==> src/fb_pkg.sv <==
package fb_pkg;

  // 32 x 32 screen
  localparam int fb_h_width = 5;
  localparam int fb_v_width = 5;
  localparam int fb_pixel_width = 8;

  // one pixel write of 18 bits
  typedef struct packed {
    logic [fb_h_width-1:0]     x;
    logic [fb_v_width-1:0]     y;
    logic [fb_pixel_width-1:0] pixel;
  } fb_wr_t;

endpackage

==> src/gfx_pkg.sv <==
package gfx_pkg;
  import fb_pkg::*;

  // two opposite corners in any order plus a fill color in 28 bits
  typedef struct packed {
    logic [fb_h_width-1:0]     x0;
    logic [fb_v_width-1:0]     y0;
    logic [fb_h_width-1:0]     x1;
    logic [fb_v_width-1:0]     y1;
    logic [fb_pixel_width-1:0] color;
  } rect_cmd_t;

  // filler and outliner
  localparam int gfx_n_engines = 2;

endpackage

==> src/gfx_rect_outline.sv <==
module gfx_rect_outline (
  input  logic               clk,
  input  logic               rst_n,
  input  logic               start,
  output logic               done,
  input  gfx_pkg::rect_cmd_t cmd,
  output logic               pix_valid,
  output fb_pkg::fb_wr_t     pix,
  input  logic               pix_ready
);
  import fb_pkg::*;

  typedef enum logic [2:0] {
    st_idle,
    st_setup,
    st_top,
    st_bottom,
    st_side,
    st_done
  } state_t;

  state_t state;

  logic [fb_h_width-1:0]     x_min;
  logic [fb_h_width-1:0]     x_max;
  logic [fb_v_width-1:0]     y_min;
  logic [fb_v_width-1:0]     y_max;
  logic [fb_h_width-1:0]     cur_x;
  logic [fb_v_width-1:0]     cur_y;
  logic [fb_pixel_width-1:0] color;

  logic                      walking;
  logic                      advance;

  assign walking = (state == st_top) || (state == st_bottom) || (state == st_side);
  assign advance = walking && (!pix_valid || pix_ready);

  always_ff @(posedge clk) begin
    if (!rst_n) begin
      state     <= st_idle;
      pix_valid <= 1'b0;
      done      <= 1'b0;
    end else begin
      if (pix_valid && pix_ready) begin
        pix_valid <= 1'b0;
      end

      // every phase emits the current position
      if (advance) begin
        pix_valid <= 1'b1;
        pix.x     <= cur_x;
        pix.y     <= cur_y;
        pix.pixel <= color;
      end

      case (state)
        st_idle: begin
          if (start) begin
            state <= st_setup;
          end
        end

        st_setup: begin
          x_min <= (cmd.x0 <= cmd.x1) ? cmd.x0 : cmd.x1;
          x_max <= (cmd.x0 <= cmd.x1) ? cmd.x1 : cmd.x0;
          y_min <= (cmd.y0 <= cmd.y1) ? cmd.y0 : cmd.y1;
          y_max <= (cmd.y0 <= cmd.y1) ? cmd.y1 : cmd.y0;
          cur_x <= (cmd.x0 <= cmd.x1) ? cmd.x0 : cmd.x1;
          cur_y <= (cmd.y0 <= cmd.y1) ? cmd.y0 : cmd.y1;
          color <= cmd.color;
          state <= st_top;
        end

        st_top: begin
          if (advance) begin
            if (cur_x != x_max) begin
              cur_x <= cur_x + 1'b1;
            end else if (y_max == y_min) begin
              // a 1-tall box has no bottom row
              state <= st_done;
            end else begin
              cur_x <= x_min;
              cur_y <= y_max;
              state <= st_bottom;
            end
          end
        end

        st_bottom: begin
          if (advance) begin
            if (cur_x != x_max) begin
              cur_x <= cur_x + 1'b1;
            end else if (y_max == y_min + 1'b1) begin
              state <= st_done;
            end else begin
              cur_x <= x_min;
              cur_y <= y_min + 1'b1;
              state <= st_side;
            end
          end
        end

        st_side: begin
          // left then right; a 1-wide box skips straight to the next row
          if (advance) begin
            if (cur_x != x_max) begin
              cur_x <= x_max;
            end else if (cur_y == y_max - 1'b1) begin
              state <= st_done;
            end else begin
              cur_x <= x_min;
              cur_y <= cur_y + 1'b1;
            end
          end
        end

        st_done: begin
          if (done) begin
            if (!start) begin
              done  <= 1'b0;
              state <= st_idle;
            end
          end else if (pix_valid && pix_ready) begin
            done <= 1'b1;
          end
        end

        default: state <= st_idle;
      endcase
    end
  end

endmodule

==> config.mk <==
export PLATFORM = sky130hd
export DESIGN_NAME = gfx_rect_outline
export DESIGN_NICKNAME = d
export VERILOG_FILES = /design/src/fb_pkg.sv /design/src/gfx_pkg.sv /design/src/gfx_rect_outline.sv
export SDC_FILE = /design/constraint.sdc
export NUM_CORES = 1
export LEC_CHECK = 0
export ABC_AREA = 1
export BUFFER_PORTS_ARGS = -buffer_cell sky130_fd_sc_hd__buf_2
export CAP_MARGIN = 10
export CORE_MARGIN = 3
export CORE_UTILIZATION = 40
export DETAILED_ROUTE_END_ITERATION = 8
export PLACE_DENSITY = 0.7
export SYNTH_ARGS = -nofsm -noshare
export SYNTH_HDL_FRONTEND = slang
export SYNTH_SLANG_ARGS = --single-unit
==> constraint.sdc <==
create_clock -name clk -period 6.6 [get_ports clk]
set_clock_uncertainty 0.05 [all_clocks]
set_input_delay 0.66 -clock clk [delete_from_list [all_inputs] [get_ports clk]]
set_output_delay 0.66 -clock clk [all_outputs]
set_load 0.02 [all_outputs]
# Yosys cells after proc, flatten, opt, wreduce, memory -nomap -nowiden
# Cells that the tools add are included.
# op_classes
reduce_logical	14
eq_ne	25
muxes	42
add_sub_neg	4
order_cmp	2
# ops
op	n
$mux 5	22
$pmux 5 s4	2
$mux 3	11
$ne 2x2->1 const B	12
$pmux 3 s6	1
$add 5x1->5 const B	3
$eq 5x5->1	3
$reduce_and 11->1	1
$le 5x5->1	2
$reduce_and 10->1	1
$ne 3x3->1 const B	3
$reduce_and 8->1	1
$eq 3x2->1 const B	2
$eq 3x3->1 const B	2
$mux 1	6
$ne 5x5->1	1
$sub 5x1->5 const B	1
$reduce_and 2->1	2
$reduce_bool 4->1	1
$eq 3x1->1 const B	1
$logic_not 3->1	1
$logic_or 1x1->1	3
$logic_and 1x1->1	2
$ne 2x1->1 const B	1
2 further kinds	2
# word_totals
inputBits	32
output_inout_bits	20
reg_bits	61
word_cells	100

# Depth between registers and ports, before layout
# logic_depth
ltp_word	6
depth_mapped	12
ltp_nobuf	12

# Worst setup path after synthesis
# OpenSTA, ideal clock, no wires.
# synth_timing
kind	input to register
from	input rst_n
to	register color[0], enable pin
setup_ps	448
t_arrival_ps	2685
path_buffers	0
setup_slack_ps	3417
stages	2
required_time_ps	6102
cell_sequence	inv_1 -> nor3_1
# synth_via
elab_chain_len	1
# synth_rtl
item	line	rtl
start, declared	gfx_rect_outline.sv:3	input logic rst_n,
$reduce_and 2->1 (no line)	--	
end signal, assigned	gfx_rect_outline.sv:70	color <= cmd.color;
end, declared	gfx_rect_outline.sv:30	logic [fb_pixel_width-1:0] color;
# Every way passes these cells.
# A chain may end at the register's enable or synchronous reset.

# Worst setup path in the final report
# layout_timing
from	register state[0]
to	register cur_y[4], enable pin
# layout_via
elab_chain_len	6
elab_cells_between_ends	18
cone_classes	eq/ne (13); reduce/logical (5)
# layout_rtl
item	line	rtl
start, declared	gfx_rect_outline.sv:22	state_t state;
start signal, assigned	gfx_rect_outline.sv:40	state <= st_idle;
start signal, assigned	gfx_rect_outline.sv:59	state <= st_setup;
start signal, assigned	gfx_rect_outline.sv:71	state <= st_top;
$eq 3x2->1	gfx_rect_outline.sv:35, gfx_rect_outline.sv:56	
$logic_or 1x1->1 (2 in series)	gfx_rect_outline.sv:35	assign walking = (state == st_top) || (state == st_bottom) || (state == st_side);
$logic_and 1x1->1	gfx_rect_outline.sv:36	assign advance = walking && (!pix_valid || pix_ready);
$ne 2x2->1 (no line)	--	
$reduce_and 11->1 (no line) *	--	
end signal, assigned	gfx_rect_outline.sv:69	cur_y <= (cmd.y0 <= cmd.y1) ? cmd.y0 : cmd.y1;
end signal, assigned	gfx_rect_outline.sv:83	cur_y <= y_max;
end signal, assigned	gfx_rect_outline.sv:97	cur_y <= y_min + 1'b1;
end, declared	gfx_rect_outline.sv:29	logic [fb_v_width-1:0] cur_y;
# Every way passes the cells marked *; elsewhere a longest branch is shown, timed or not.

==> results_dict.tcl <==
set metrics [dict create \
    status "finished, final reports clean" \
    ctsHoldBuffers 0 \
    cts_tree "built" \
    hold_viol 0 \
    max_freq_mhz 401 \
    dieWidth_um 99.4 \
    synth.yosys.warnings 0 \
    cp_cell_sequence "nor2_2 -> inv_1 -> nor2_2 -> inv_2 -> nand2_4 -> nor2_1 -> nor2_1 -> nand4_1 -> a21oi_1" \
    crit_path_start "state[0]$_SDFFE_PN0P_" \
    dpl.hpwl_um 5400 \
    slew_headroom 0.524 \
    setup_slack_ns 4.11 \
    grt_overflow_total 0 \
    internal_power_uw 963 \
    row_count 33 \
    nNetsFinal 507 \
    yosysUniqueCellTypes 37 \
    synth_top_area_share 0.482 \
    cts_buffer_depth 2 \
    pwr-share-seq 0.413 \
    p_clk_frac 0.272 \
    die_area_um2 9870 \
    drtPass1Iterations 5 \
    power_frac_comb 0.315 \
    pre_cts_ws_ns 4.07 \
    cts_buffers 9 \
    powerDensity_nw_per_um2 366 \
    gp_congestion 0.908 \
    synth_edf_count 56 \
    insertion_delay_ns 0.35 \
    min-delay-start "color[4]$_DFFE_PP_" \
    leakagePower_nw 1.89 \
    antenna_found_initial 0 \
    synth_area_leader_cell "edfxtp_1" \
    cts.sinks 61 \
    timing.final.crit_share 0.378 \
    pin_count 52 \
    start_util 0.418 \
    p_sw_uw 533 \
    core_um2 8340 \
    min_period_ns 2.49 \
    port_buffers 51 \
    wire_per_inst_um 12.4 \
    rr_startpoint "state[0]$_SDFFE_PN0P_" \
    worstPathRequired_ns 6.54 \
    maxCapViolations 0 \
    cp_data_arrival_time_ns 2.43 \
    grt_max_degree 21 \
    path_max_fanout 11 \
    post_cts_buffers 0 \
    slowest_stage "nor2_2" \
    min_path_type "flip-flop to flip-flop" \
    cts-htree-levels 3 \
    grt_pass1_wl_um 11900 \
    n_antenna_cell 0 \
    worst_ir_drop_vdd_mv 0.118 \
    final_antenna_net_count 0 \
    root_buffer "clkbuf_8" \
    drive_gt1_frac 0.185 \
    dr_total_vias 2829 \
    fin_tns_setup_ns 0 \
    maxSlewViolCount 0 \
    syn_avg_cell_area_um2 8.63 \
    synthArstFlopShare 0 \
    route.detailed.drc 0 \
    postCtsResizedCells 0 \
    synth_ff_type "edfxtp_1" \
    end_kind "flip-flop" \
    rsz0062_at_grt "false" \
    track_usage 0.151 \
    crit_type "flip-flop to flip-flop" \
    tightest_slew_ns 0.709 \
    die_y_um 99.4 \
    finalSetupViolations 0 \
    grt_pass1_vias 2615 \
    drtIter0Drc 207 \
    synthCells 404 \
    critPathLaunchType "flip-flop" \
    yosysSeqAreaShare 0.511 \
    yosys-top-cells-area "edfxtp_1 48%, nand2_1 13%, inv_1 5.5%" \
    drt_wl_total_um 7060 \
    syn_nets 450 \
    syn_area_um2 3490 \
    synth_seq_cells 61 \
    via_per_inst 4.95 \
    syn2layout_area_growth_pct 17.3 \
    path_clk_slew_ns 0.07 \
    cp_slowest_stage_delay_ns 0.43 \
    switching_share 0.357 \
]
power groups by stage:
stage                     registers, mW  clock network, mW  logic [mW]
after floorplan                   0.631                  0       0.341
after CTS                         0.617              0.414       0.474
final                             0.618              0.407       0.471
after global routing              0.630              0.432       0.544
after global placement            0.621                  0       0.461
after detailed placement          0.625                  0       0.469
path summary, 6_finish.rpt:
| check | end | slack [ns] | cells past startpoint |
|---|---|---|---|
| min reg2reg | pix[4]$_DFFE_PP_ | 0.37 | 0 |
| min | pix[4]$_DFFE_PP_ | 0.37 | 0 |
| max reg2reg | cur_y[4]$_DFFE_PP_ | 4.11 | 9 |
| max | cur_y[4]$_DFFE_PP_ | 4.11 | 9 |
critical path, delay by kind of cell (launching register included):
kind                   cells  cell delay, ns
AND/OR/NAND/NOR            6            1.06
buffers and inverters      2            0.23
flip-flops                 1            0.37
AO/OA/AOI/OAI              1            0.43
layout by cell type, fill, tap and decap left out, drive strengths merged:
master and instances:
a311oi 1, a31oi 1, edfxtp 56, o22ai 3, nand4 3, inv 55
ha 14, nand2 125, xnor2 4, bufinv 3, a21o 1, xor2 6
o211ai 3, o31ai 1, a221oi 1, clkinvlp 1, dfxtp 5, o21a 1
o21ai 18, nor2 34, nor3 4, or2 1, buf 53, clkinv 3
clkbuf 9, a21oi 20, and2 4, nand3b 1, nand3 35
metrics by stage:
stage	power, mW	hold WS, ns	area [um2]	instances	utilization
after floorplan	0.973	0.350	3490	404	-
after global placement	1.08	0.352	3840	555	0.461
after detailed placement	1.09	0.355	3840	555	0.461
after CTS	1.51	0.374	4090	571	0.491
after global routing	1.61	0.382	4090	571	0.491
final	1.50	0.371	4090	571	0.491
metal layers:
layer  wire length (um)  track usage
met4                114       0.0620
met3                462       0.0323
met5                  0            0
met1               3390        0.209
met2               3090        0.230
kinds of logic after synthesis:
kind of cell / synth area share
AND/OR/NAND/NOR: 0.252
AO/OA/AOI/OAI: 0.0854
buffers and inverters: 0.0761
adder cells (fa/ha/maj): 0.0502
XOR/XNOR: 0.0251
flip-flops: 0.511
cell usage after synthesis, types with 2 or more instances:
library cell / n
nand2_1: 122
edfxtp_1: 56
inv_1: 51
nand3_1: 33
nor2_1: 31
a21oi_1: 18
o21ai_0: 17
ha_1: 14
xor2_1: 6
dfxtp_1: 5
and2_1: 4
nor3_1: 4
xnor2_1: 4
buf_2: 3
buf_6: 3
inv_2: 3
nand4_1: 3
nor2_2: 3
o22ai_1: 3
nand2_2: 2
nand3_2: 2
o211ai_1: 2
state kept, by name, summed over array words and instances, names as in the netlist:
signal     count
pix           18
color          8
cur_x          5
cur_y          5
x_max          5
x_min          5
y_max          5
y_min          5
state          3
done           1
pix_valid      1
final cells by class:
type	count	area [um2]
clock inverter	7	123
timing repair buffer	53	270
inverter	55	211
sequential	61	1780
clock buffer	9	124
multi-input combinational	281	1450
tap	105	131
fill	797	4250
Power figures use the tool's default switching activity.
