<file path="src/fb_pkg.sv">
package fb_pkg;

  // 32 x 32 screen
  localparam int fb_h_width = 5;
  localparam int fb_v_width = 5;
  localparam int fb_pixel_width = 8;

  // one pixel write of 18 bits
  typedef struct packed {
    logic [fb_h_width-1:0]     x;
    logic [fb_v_width-1:0]     y;
    logic [fb_pixel_width-1:0] pixel;
  } fb_wr_t;

endpackage

</file>
<file path="src/gfx_pkg.sv">
package gfx_pkg;
  import fb_pkg::*;

  // two opposite corners in any order plus a fill color in 28 bits
  typedef struct packed {
    logic [fb_h_width-1:0]     x0;
    logic [fb_v_width-1:0]     y0;
    logic [fb_h_width-1:0]     x1;
    logic [fb_v_width-1:0]     y1;
    logic [fb_pixel_width-1:0] color;
  } rect_cmd_t;

  // filler and outliner
  localparam int gfx_n_engines = 2;

endpackage

</file>
<file path="src/gfx_rect_fill.sv">
module gfx_rect_fill (
  input  logic               clk,
  input  logic               rst_n,
  input  logic               start,
  output logic               done,
  input  gfx_pkg::rect_cmd_t cmd,
  output logic               pix_valid,
  output fb_pkg::fb_wr_t     pix,
  input  logic               pix_ready
);
  import fb_pkg::*;

  typedef enum logic [1:0] {
    st_idle,
    st_setup,
    st_fill,
    st_done
  } state_t;

  state_t state;

  logic [fb_h_width-1:0]     x_lo;
  logic [fb_h_width-1:0]     x_hi;
  logic [fb_v_width-1:0]     y_lo;
  logic [fb_v_width-1:0]     y_hi;

  logic [fb_h_width-1:0]     x_min;
  logic [fb_h_width-1:0]     x_max;
  logic [fb_v_width-1:0]     y_min;
  logic [fb_v_width-1:0]     y_max;
  logic [fb_h_width-1:0]     cur_x;
  logic [fb_v_width-1:0]     cur_y;
  logic [fb_pixel_width-1:0] color;

  logic                      advance;

  // corners may come in either order
  assign x_lo = (cmd.x0 <= cmd.x1) ? cmd.x0 : cmd.x1;
  assign x_hi = (cmd.x0 <= cmd.x1) ? cmd.x1 : cmd.x0;
  assign y_lo = (cmd.y0 <= cmd.y1) ? cmd.y0 : cmd.y1;
  assign y_hi = (cmd.y0 <= cmd.y1) ? cmd.y1 : cmd.y0;

  // output slot is free or is being taken this cycle
  assign advance = !pix_valid || pix_ready;

  always_ff @(posedge clk) begin
    if (!rst_n) begin
      state     <= st_idle;
      pix_valid <= 1'b0;
      done      <= 1'b0;
    end else begin
      if (pix_valid && pix_ready) begin
        pix_valid <= 1'b0;
      end

      case (state)
        st_idle: begin
          if (start) begin
            state <= st_setup;
          end
        end

        st_setup: begin
          x_min <= x_lo;
          x_max <= x_hi;
          y_min <= y_lo;
          y_max <= y_hi;
          cur_x <= x_lo;
          cur_y <= y_lo;
          color <= cmd.color;
          state <= st_fill;
        end

        st_fill: begin
          if (advance) begin
            pix_valid <= 1'b1;
            pix.x     <= cur_x;
            pix.y     <= cur_y;
            pix.pixel <= color;
            if (cur_x != x_max) begin
              cur_x <= cur_x + 1'b1;
            end else begin
              cur_x <= x_min;
              if (cur_y != y_max) begin
                cur_y <= cur_y + 1'b1;
              end else begin
                state <= st_done;
              end
            end
          end
        end

        st_done: begin
          // last pixel is still in the output slot until it transfers
          if (done) begin
            if (!start) begin
              done  <= 1'b0;
              state <= st_idle;
            end
          end else if (pix_valid && pix_ready) begin
            done <= 1'b1;
          end
        end

        default: state <= st_idle;
      endcase
    end
  end

endmodule

</file>
<file path="config.mk">
export PLATFORM = sky130hd
export DESIGN_NAME = gfx_rect_fill
export DESIGN_NICKNAME = d
export VERILOG_FILES = /design/src/fb_pkg.sv /design/src/gfx_pkg.sv /design/src/gfx_rect_fill.sv
export SDC_FILE = /design/constraint.sdc
export NUM_CORES = 1
export LEC_CHECK = 0
export BUFFER_PORTS_ARGS = -buffer_cell sky130_fd_sc_hd__buf_2
export CAP_MARGIN = 5
export CORE_UTILIZATION = 30
export CTS_CLUSTER_DIAMETER = 30
export CTS_CLUSTER_SIZE = 12
export DETAILED_ROUTE_END_ITERATION = 16
export HOLD_SLACK_MARGIN = 0.02
export PLACE_DENSITY = 0.54
export SLEW_MARGIN = 20
export SYNTH_ARGS = -nofsm -noshare
export SYNTH_HDL_FRONTEND = slang
export SYNTH_SLANG_ARGS = --single-unit
</file>
<file path="constraint.sdc">
create_clock -name clk -period 5.8 [get_ports clk]
set_clock_uncertainty 0.2 [all_clocks]
set_input_delay 0.29 -clock clk [delete_from_list [all_inputs] [get_ports clk]]
set_output_delay 0.29 -clock clk [all_outputs]
set_load 0.01 [all_outputs]
</file>
# After elaboration in Yosys (flattened, before gate mapping)

Cells that the tools add are included.

Input port bits: 32
Register bits: 55
Word-level logic and storage cells: 62
Output and inout bits: 20

Muxes and demuxes: 24
Reductions and logical operators: 10
$lt $le $gt $ge: 2
Add/sub/neg operators: 2
Eq/ne operators: 12

Operators with widths:

| cell                  | count |
|---|---|
| $mux W5               | 9 |
| $pmux W5 S2           | 2 |
| $ne A2 B2 Y1 const B  | 7 |
| $mux W2               | 6 |
| $add A5 B1 Y5 const B | 2 |
| $le A5 B5 Y1          | 2 |
| $ne A5 B5 Y1          | 2 |
| $pmux W2 S4           | 1 |
| $mux W1               | 6 |
| $reduce_and A3 Y1     | 2 |
| $reduce_and A6 Y1     | 1 |
| $reduce_and A5 Y1     | 1 |
| $eq A2 B2 Y1 const B  | 2 |
| $eq A2 B1 Y1 const B  | 1 |
| $logic_not A2 Y1      | 1 |
| $reduce_and A2 Y1     | 1 |
| $reduce_bool A2 Y1    | 1 |
| $logic_and A1 B1 Y1   | 1 |
| $logic_not A1 Y1      | 1 |
| $logic_or A1 B1 Y1    | 1 |

# Longest topological paths before layout

Depth after elaboration: 5
Depth in mapped cells: 8
Gate-level depth less buffers: 7

# Worst setup path after synthesis

OpenSTA, ideal clock, no wires.

Kind: register to register
From: register state[0]
To: register pix[0] (netlist bit) (enable)
Path slack: 3.456 ns
Library setup time: 0.393 ns
Stages on the path, launching flop included: 6
Data required time: 5.207 ns
Arrival: 1.752 ns
Path through: dfxtp_1 -> inv_1 -> ha_1 -> clkbuf_1 -> nand2_1 -> nor2_1

Cells in the longest elaborated chain, start to end: 2

Ends and longest elaborated chain:

| what                        | RTL line            | RTL |
|---|---|---|
| start: declaration          | gfx_rect_fill.sv:20 | `state_t state;` |
| start signal: assignment    | gfx_rect_fill.sv:48 | `state <= st_idle;` |
| start signal: assignment    | gfx_rect_fill.sv:59 | `state <= st_setup;` |
| start signal: assignment    | gfx_rect_fill.sv:71 | `state <= st_fill;` |
| $eq A2 B2 Y1                | gfx_rect_fill.sv:56 | `case (state)` |
| $reduce_and A3 Y1 (no line) | --                  |  |
| end: declaration            | gfx_rect_fill.sv:8  | `output fb_pkg::fb_wr_t pix,` |

No other way between the ends.
A chain may end at the register's enable or synchronous reset.

# Final worst setup path

From: register state[0]
To: register cur_y[4] (enable)

Cells in the longest elaborated chain, start to end: 3
Elaborated cells between the ends (all ways): 7
Classes of those cells: 5 x eq/ne; 2 x reduce/logical

Ends and longest elaborated chain:

| what                                                                | RTL line            | RTL |
|---|---|---|
| $eq A2 B2 Y1 / $eq A2 B1 Y1 (equally long branches)                 | gfx_rect_fill.sv:56 |  |
| $ne A2 B2 Y1 (no line) / $reduce_bool A2 Y1 (equally long branches) | --                  |  |
| $reduce_and A5 Y1 (no line) (*)                                     | --                  |  |
| end signal: assignment                                              | gfx_rect_fill.sv:69 | `cur_y <= y_lo;` |
| end signal: assignment                                              | gfx_rect_fill.sv:85 | `cur_y <= cur_y + 1'b1;` |
| end: declaration                                                    | gfx_rect_fill.sv:32 | `logic [fb_v_width-1:0] cur_y;` |

Mark *: on every way between the ends. The rest lies on a longest branch, timed or not.

==> qor.txt <==
CTS tree: done
Synth Warn #: 0
Avg Inst Size Synth: 13.4 um2
H-tree depth: 2
Slowest CP cell: a21boi_0
DP Wirelength: 3980 um
Max Fclk: 335 MHz
Final Cell Area: 0.00341 mm2
Vias in the first global route: 1869
Sequential-to-total area share from yosys stat: 56.8%
Largest area contributor in the netlist: edfxtp_1
Core ar.: 0.00920 mm2
Reg-to-reg critical path endpoint: cur_y[4]$_DFFE_PP_
CP Cell Sequence: inv_1, ha_1, and3b_1, nor2_1, a21boi_0
Pre-CTS setup slack: 2.85 ns
Pwr/cell area: 339 mW/mm2
Fin. max-slew vios: 0
# DRC: 0
Hold wc startpoint: cmd[13]
Largest net degree at the start of global routing: 25
Final period util: 51.4%
Die ar.: 0.00985 mm2
Nets: 322
Number of enable flip-flop cells after synthesis: 51
Most instantiated cells after synthesis: 51 x edfxtp_1, 19 x mux2_2, 17 x ha_1
Distinct cells, synth: 41
WS Path Type: reg -> reg
Async S/R FF share, synth: 0%
CP max stage delay: 0.64 ns
Fraction of layout instances using a drive strength above 1: 32.5%
Clock root buffer: clkbuf_8
RSZ-0062 raised after global routing: false
Number of cell rows: 35
Final worst slack: 2.82 ns
Synth Instances: 211
Startpoint class of the critical path: register
Final ANT Viol Nets: 0
Setup TNS: 0 ns
Non-filler instance count after layout: 385
CP arrival: 2.72 ns
Register-to-Register Path Depth: 5
Antenna diodes: 0
Routed wire per std cell: 13.9 um
Dpl cells: 369
Clk_lat worst skew: 0.30 ns
Minimum hold slack: 0.0940 ns
Max Buffers Root-to-Sink: 2
Area Overhead vs Synth: 20.0%
Maxcap violations: 0
Hold Path End: x_max[0]$_DFFE_PP_
Clk slew on worst S/H paths: 0.10 ns
Peak supply drop: 0.108 mV
Total CTS buffers: 5
Fill cells: 932
Min Tclk post-route: 2.98 ns
Postcts setup bufs: 0
Number of iterations in the first detailed-routing pass: 4
Worst slew margin: 34.2%
Ys flop type: edfxtp_1
Final hold violation count: 0
GP Congestion: 0.829
WP buf/inv: 1
Outcome: complete, no violations
Share of the synthesized area in the top cell type: 54.0%
First-pass GRT wire length: 9050 um
Hold WC Path Type: in -> reg
Via count: 1832
Total I/O pin count: 52
Delay-heaviest family, CP: simple AND/OR/NAND/NOR gates
Crit-path max FO: 24
CP required: 5.54 ns
Hold_buf cts: 8
Chip Width: 99.3 um
FF+latch count, synth: 55
Area after DPL: 0.00321 mm2
Worst hold stages: 3
Final wirelength: 5370 um
CP endpoint kind: register
Slew at the pin with the worst max-slew slack: 0.980 ns
R2r setup slk: 2.82 ns
GRT Residual Overflow: 0
Initial antenna violation count: 0
RR Startpoint: state[0]$_SDFFE_PN0P_
Buffers on Ports: 51
First DRT Iteration DRCs: 51
Cell with the most instances after synthesis: edfxtp_1
Mapped Nets: 260
Total GRT Usage: 11.7%
Post-CTS Resized: 0
Lkg Pwr: 1.33 nW
Mapped cell area: 0.00284 mm2
Starting density of the core: 30.9%
Synth area leaders: edfxtp_1 54%, mux2_2 7.5%, ha_1 7.5%, dfxtp_1 2.8%, xnor2_1 2.5%
Die Y: 99.3 um
Setup Viol. Count Final: 0
Vias per cell: 4.76
Clock sink count: 55
## report_power, final
part           switching, W  internal (W)  leakage, nW  total, W
logic              0.000182      0.000146        0.779  0.000328
clock network      0.000124      0.000129       0.0562  0.000252
registers         0.0000430      0.000531        0.499  0.000574
## cell families after synthesis
logic type	after synthesis	synth area share, %
xor gates and xnor gates	16	4.94
and+or+nand+nor	44	8.42
adders and majority gates	17	7.50
DFF	55	56.8
AOI/OAI and AO/OA	34	9.30
buffers and inverters	21	3.04
muxes	24	10.0
## flip-flops by register name, summed over array words and instances (netlist names)
register,cells
cur_y,5
cur_x,5
x_min,5
x_max,5
state,2
color,8
pix_valid,1
y_max,5
done,1
pix,18
## metal layers
metal / GRT usage [%] / share of wire [%] / vias up
li1: - / - / 924
met1: 15.1 / 47 / 865
met2: 19.3 / 49 / 38
met3: 2.11 / 2.9 / 5
met4: 4.86 / 0.71 / 0
met5: 0 / 0 / -
## layout by cell type, fill, tap and decap left out, types with 2 or more instances in the layout
cell type      instances
clkbuf_8               5
inv_1                 16
edfxtp_1              51
a21o_1                 3
mux2_2                19
xor2_1                 8
mux2_4                 4
nand2_1               11
o21ai_0                7
o2111ai_1              2
dfxtp_1                4
o311a_1                5
nor2_1                 7
nor3_1                 2
nand3_1                6
o32ai_1                4
nand2b_1               3
nand4_1                5
buf_2                 51
dlygate4sd3_1          8
xnor2_1                8
a21oi_1                4
ha_1                  17
## layout make-up
class | count | area (um2) | share of cell area (%)
repair buffers | 60 | 343 | 10.1
clock buffers | 5 | 68.8 | 2.02
multi-input cells | 135 | 1140 | 33.5
clock inverters | 3 | 42.5 | 1.25
well taps | 111 | 139 | 4.08
flip-flops and latches | 55 | 1610 | 47.3
inverters | 16 | 60.1 | 1.76
## worst max-delay path by stage
stage                               start  slack, ns  cells after the start                 end
floorplan           state[0]$_SDFFE_PN0P_       3.46                      5    pix[0]$_DFFE_PP_
global placement    state[0]$_SDFFE_PN0P_       2.99                      5  cur_y[1]$_DFFE_PP_
detailed placement  state[0]$_SDFFE_PN0P_       2.85                      5  cur_y[2]$_DFFE_PP_
CTS                 state[0]$_SDFFE_PN0P_       2.84                      5  cur_y[4]$_DFFE_PP_
global route        state[0]$_SDFFE_PN0P_       2.65                      5  cur_y[4]$_DFFE_PP_
finish              state[0]$_SDFFE_PN0P_       2.82                      5  cur_y[4]$_DFFE_PP_
## tightest hold or removal path, delay by kind of cell
kind,cells,cell delay [ns]
simple gates,1,0.04
compound gates,1,0.06
buf+inv,1,0.10
## metrics by stage
step / total power [W] / utilization [%]
3_3_place_gp: 0.000907 / 34.9
5_1_grt: 0.00123 / 37.0
2_1_floorplan: 0.000815 / -
6_report: 0.00115 / 37.0
3_5_place_dp: 0.000914 / 34.9
4_1_cts: 0.00117 / 37.0
Note: power is estimated with default switching activity, not from simulation.
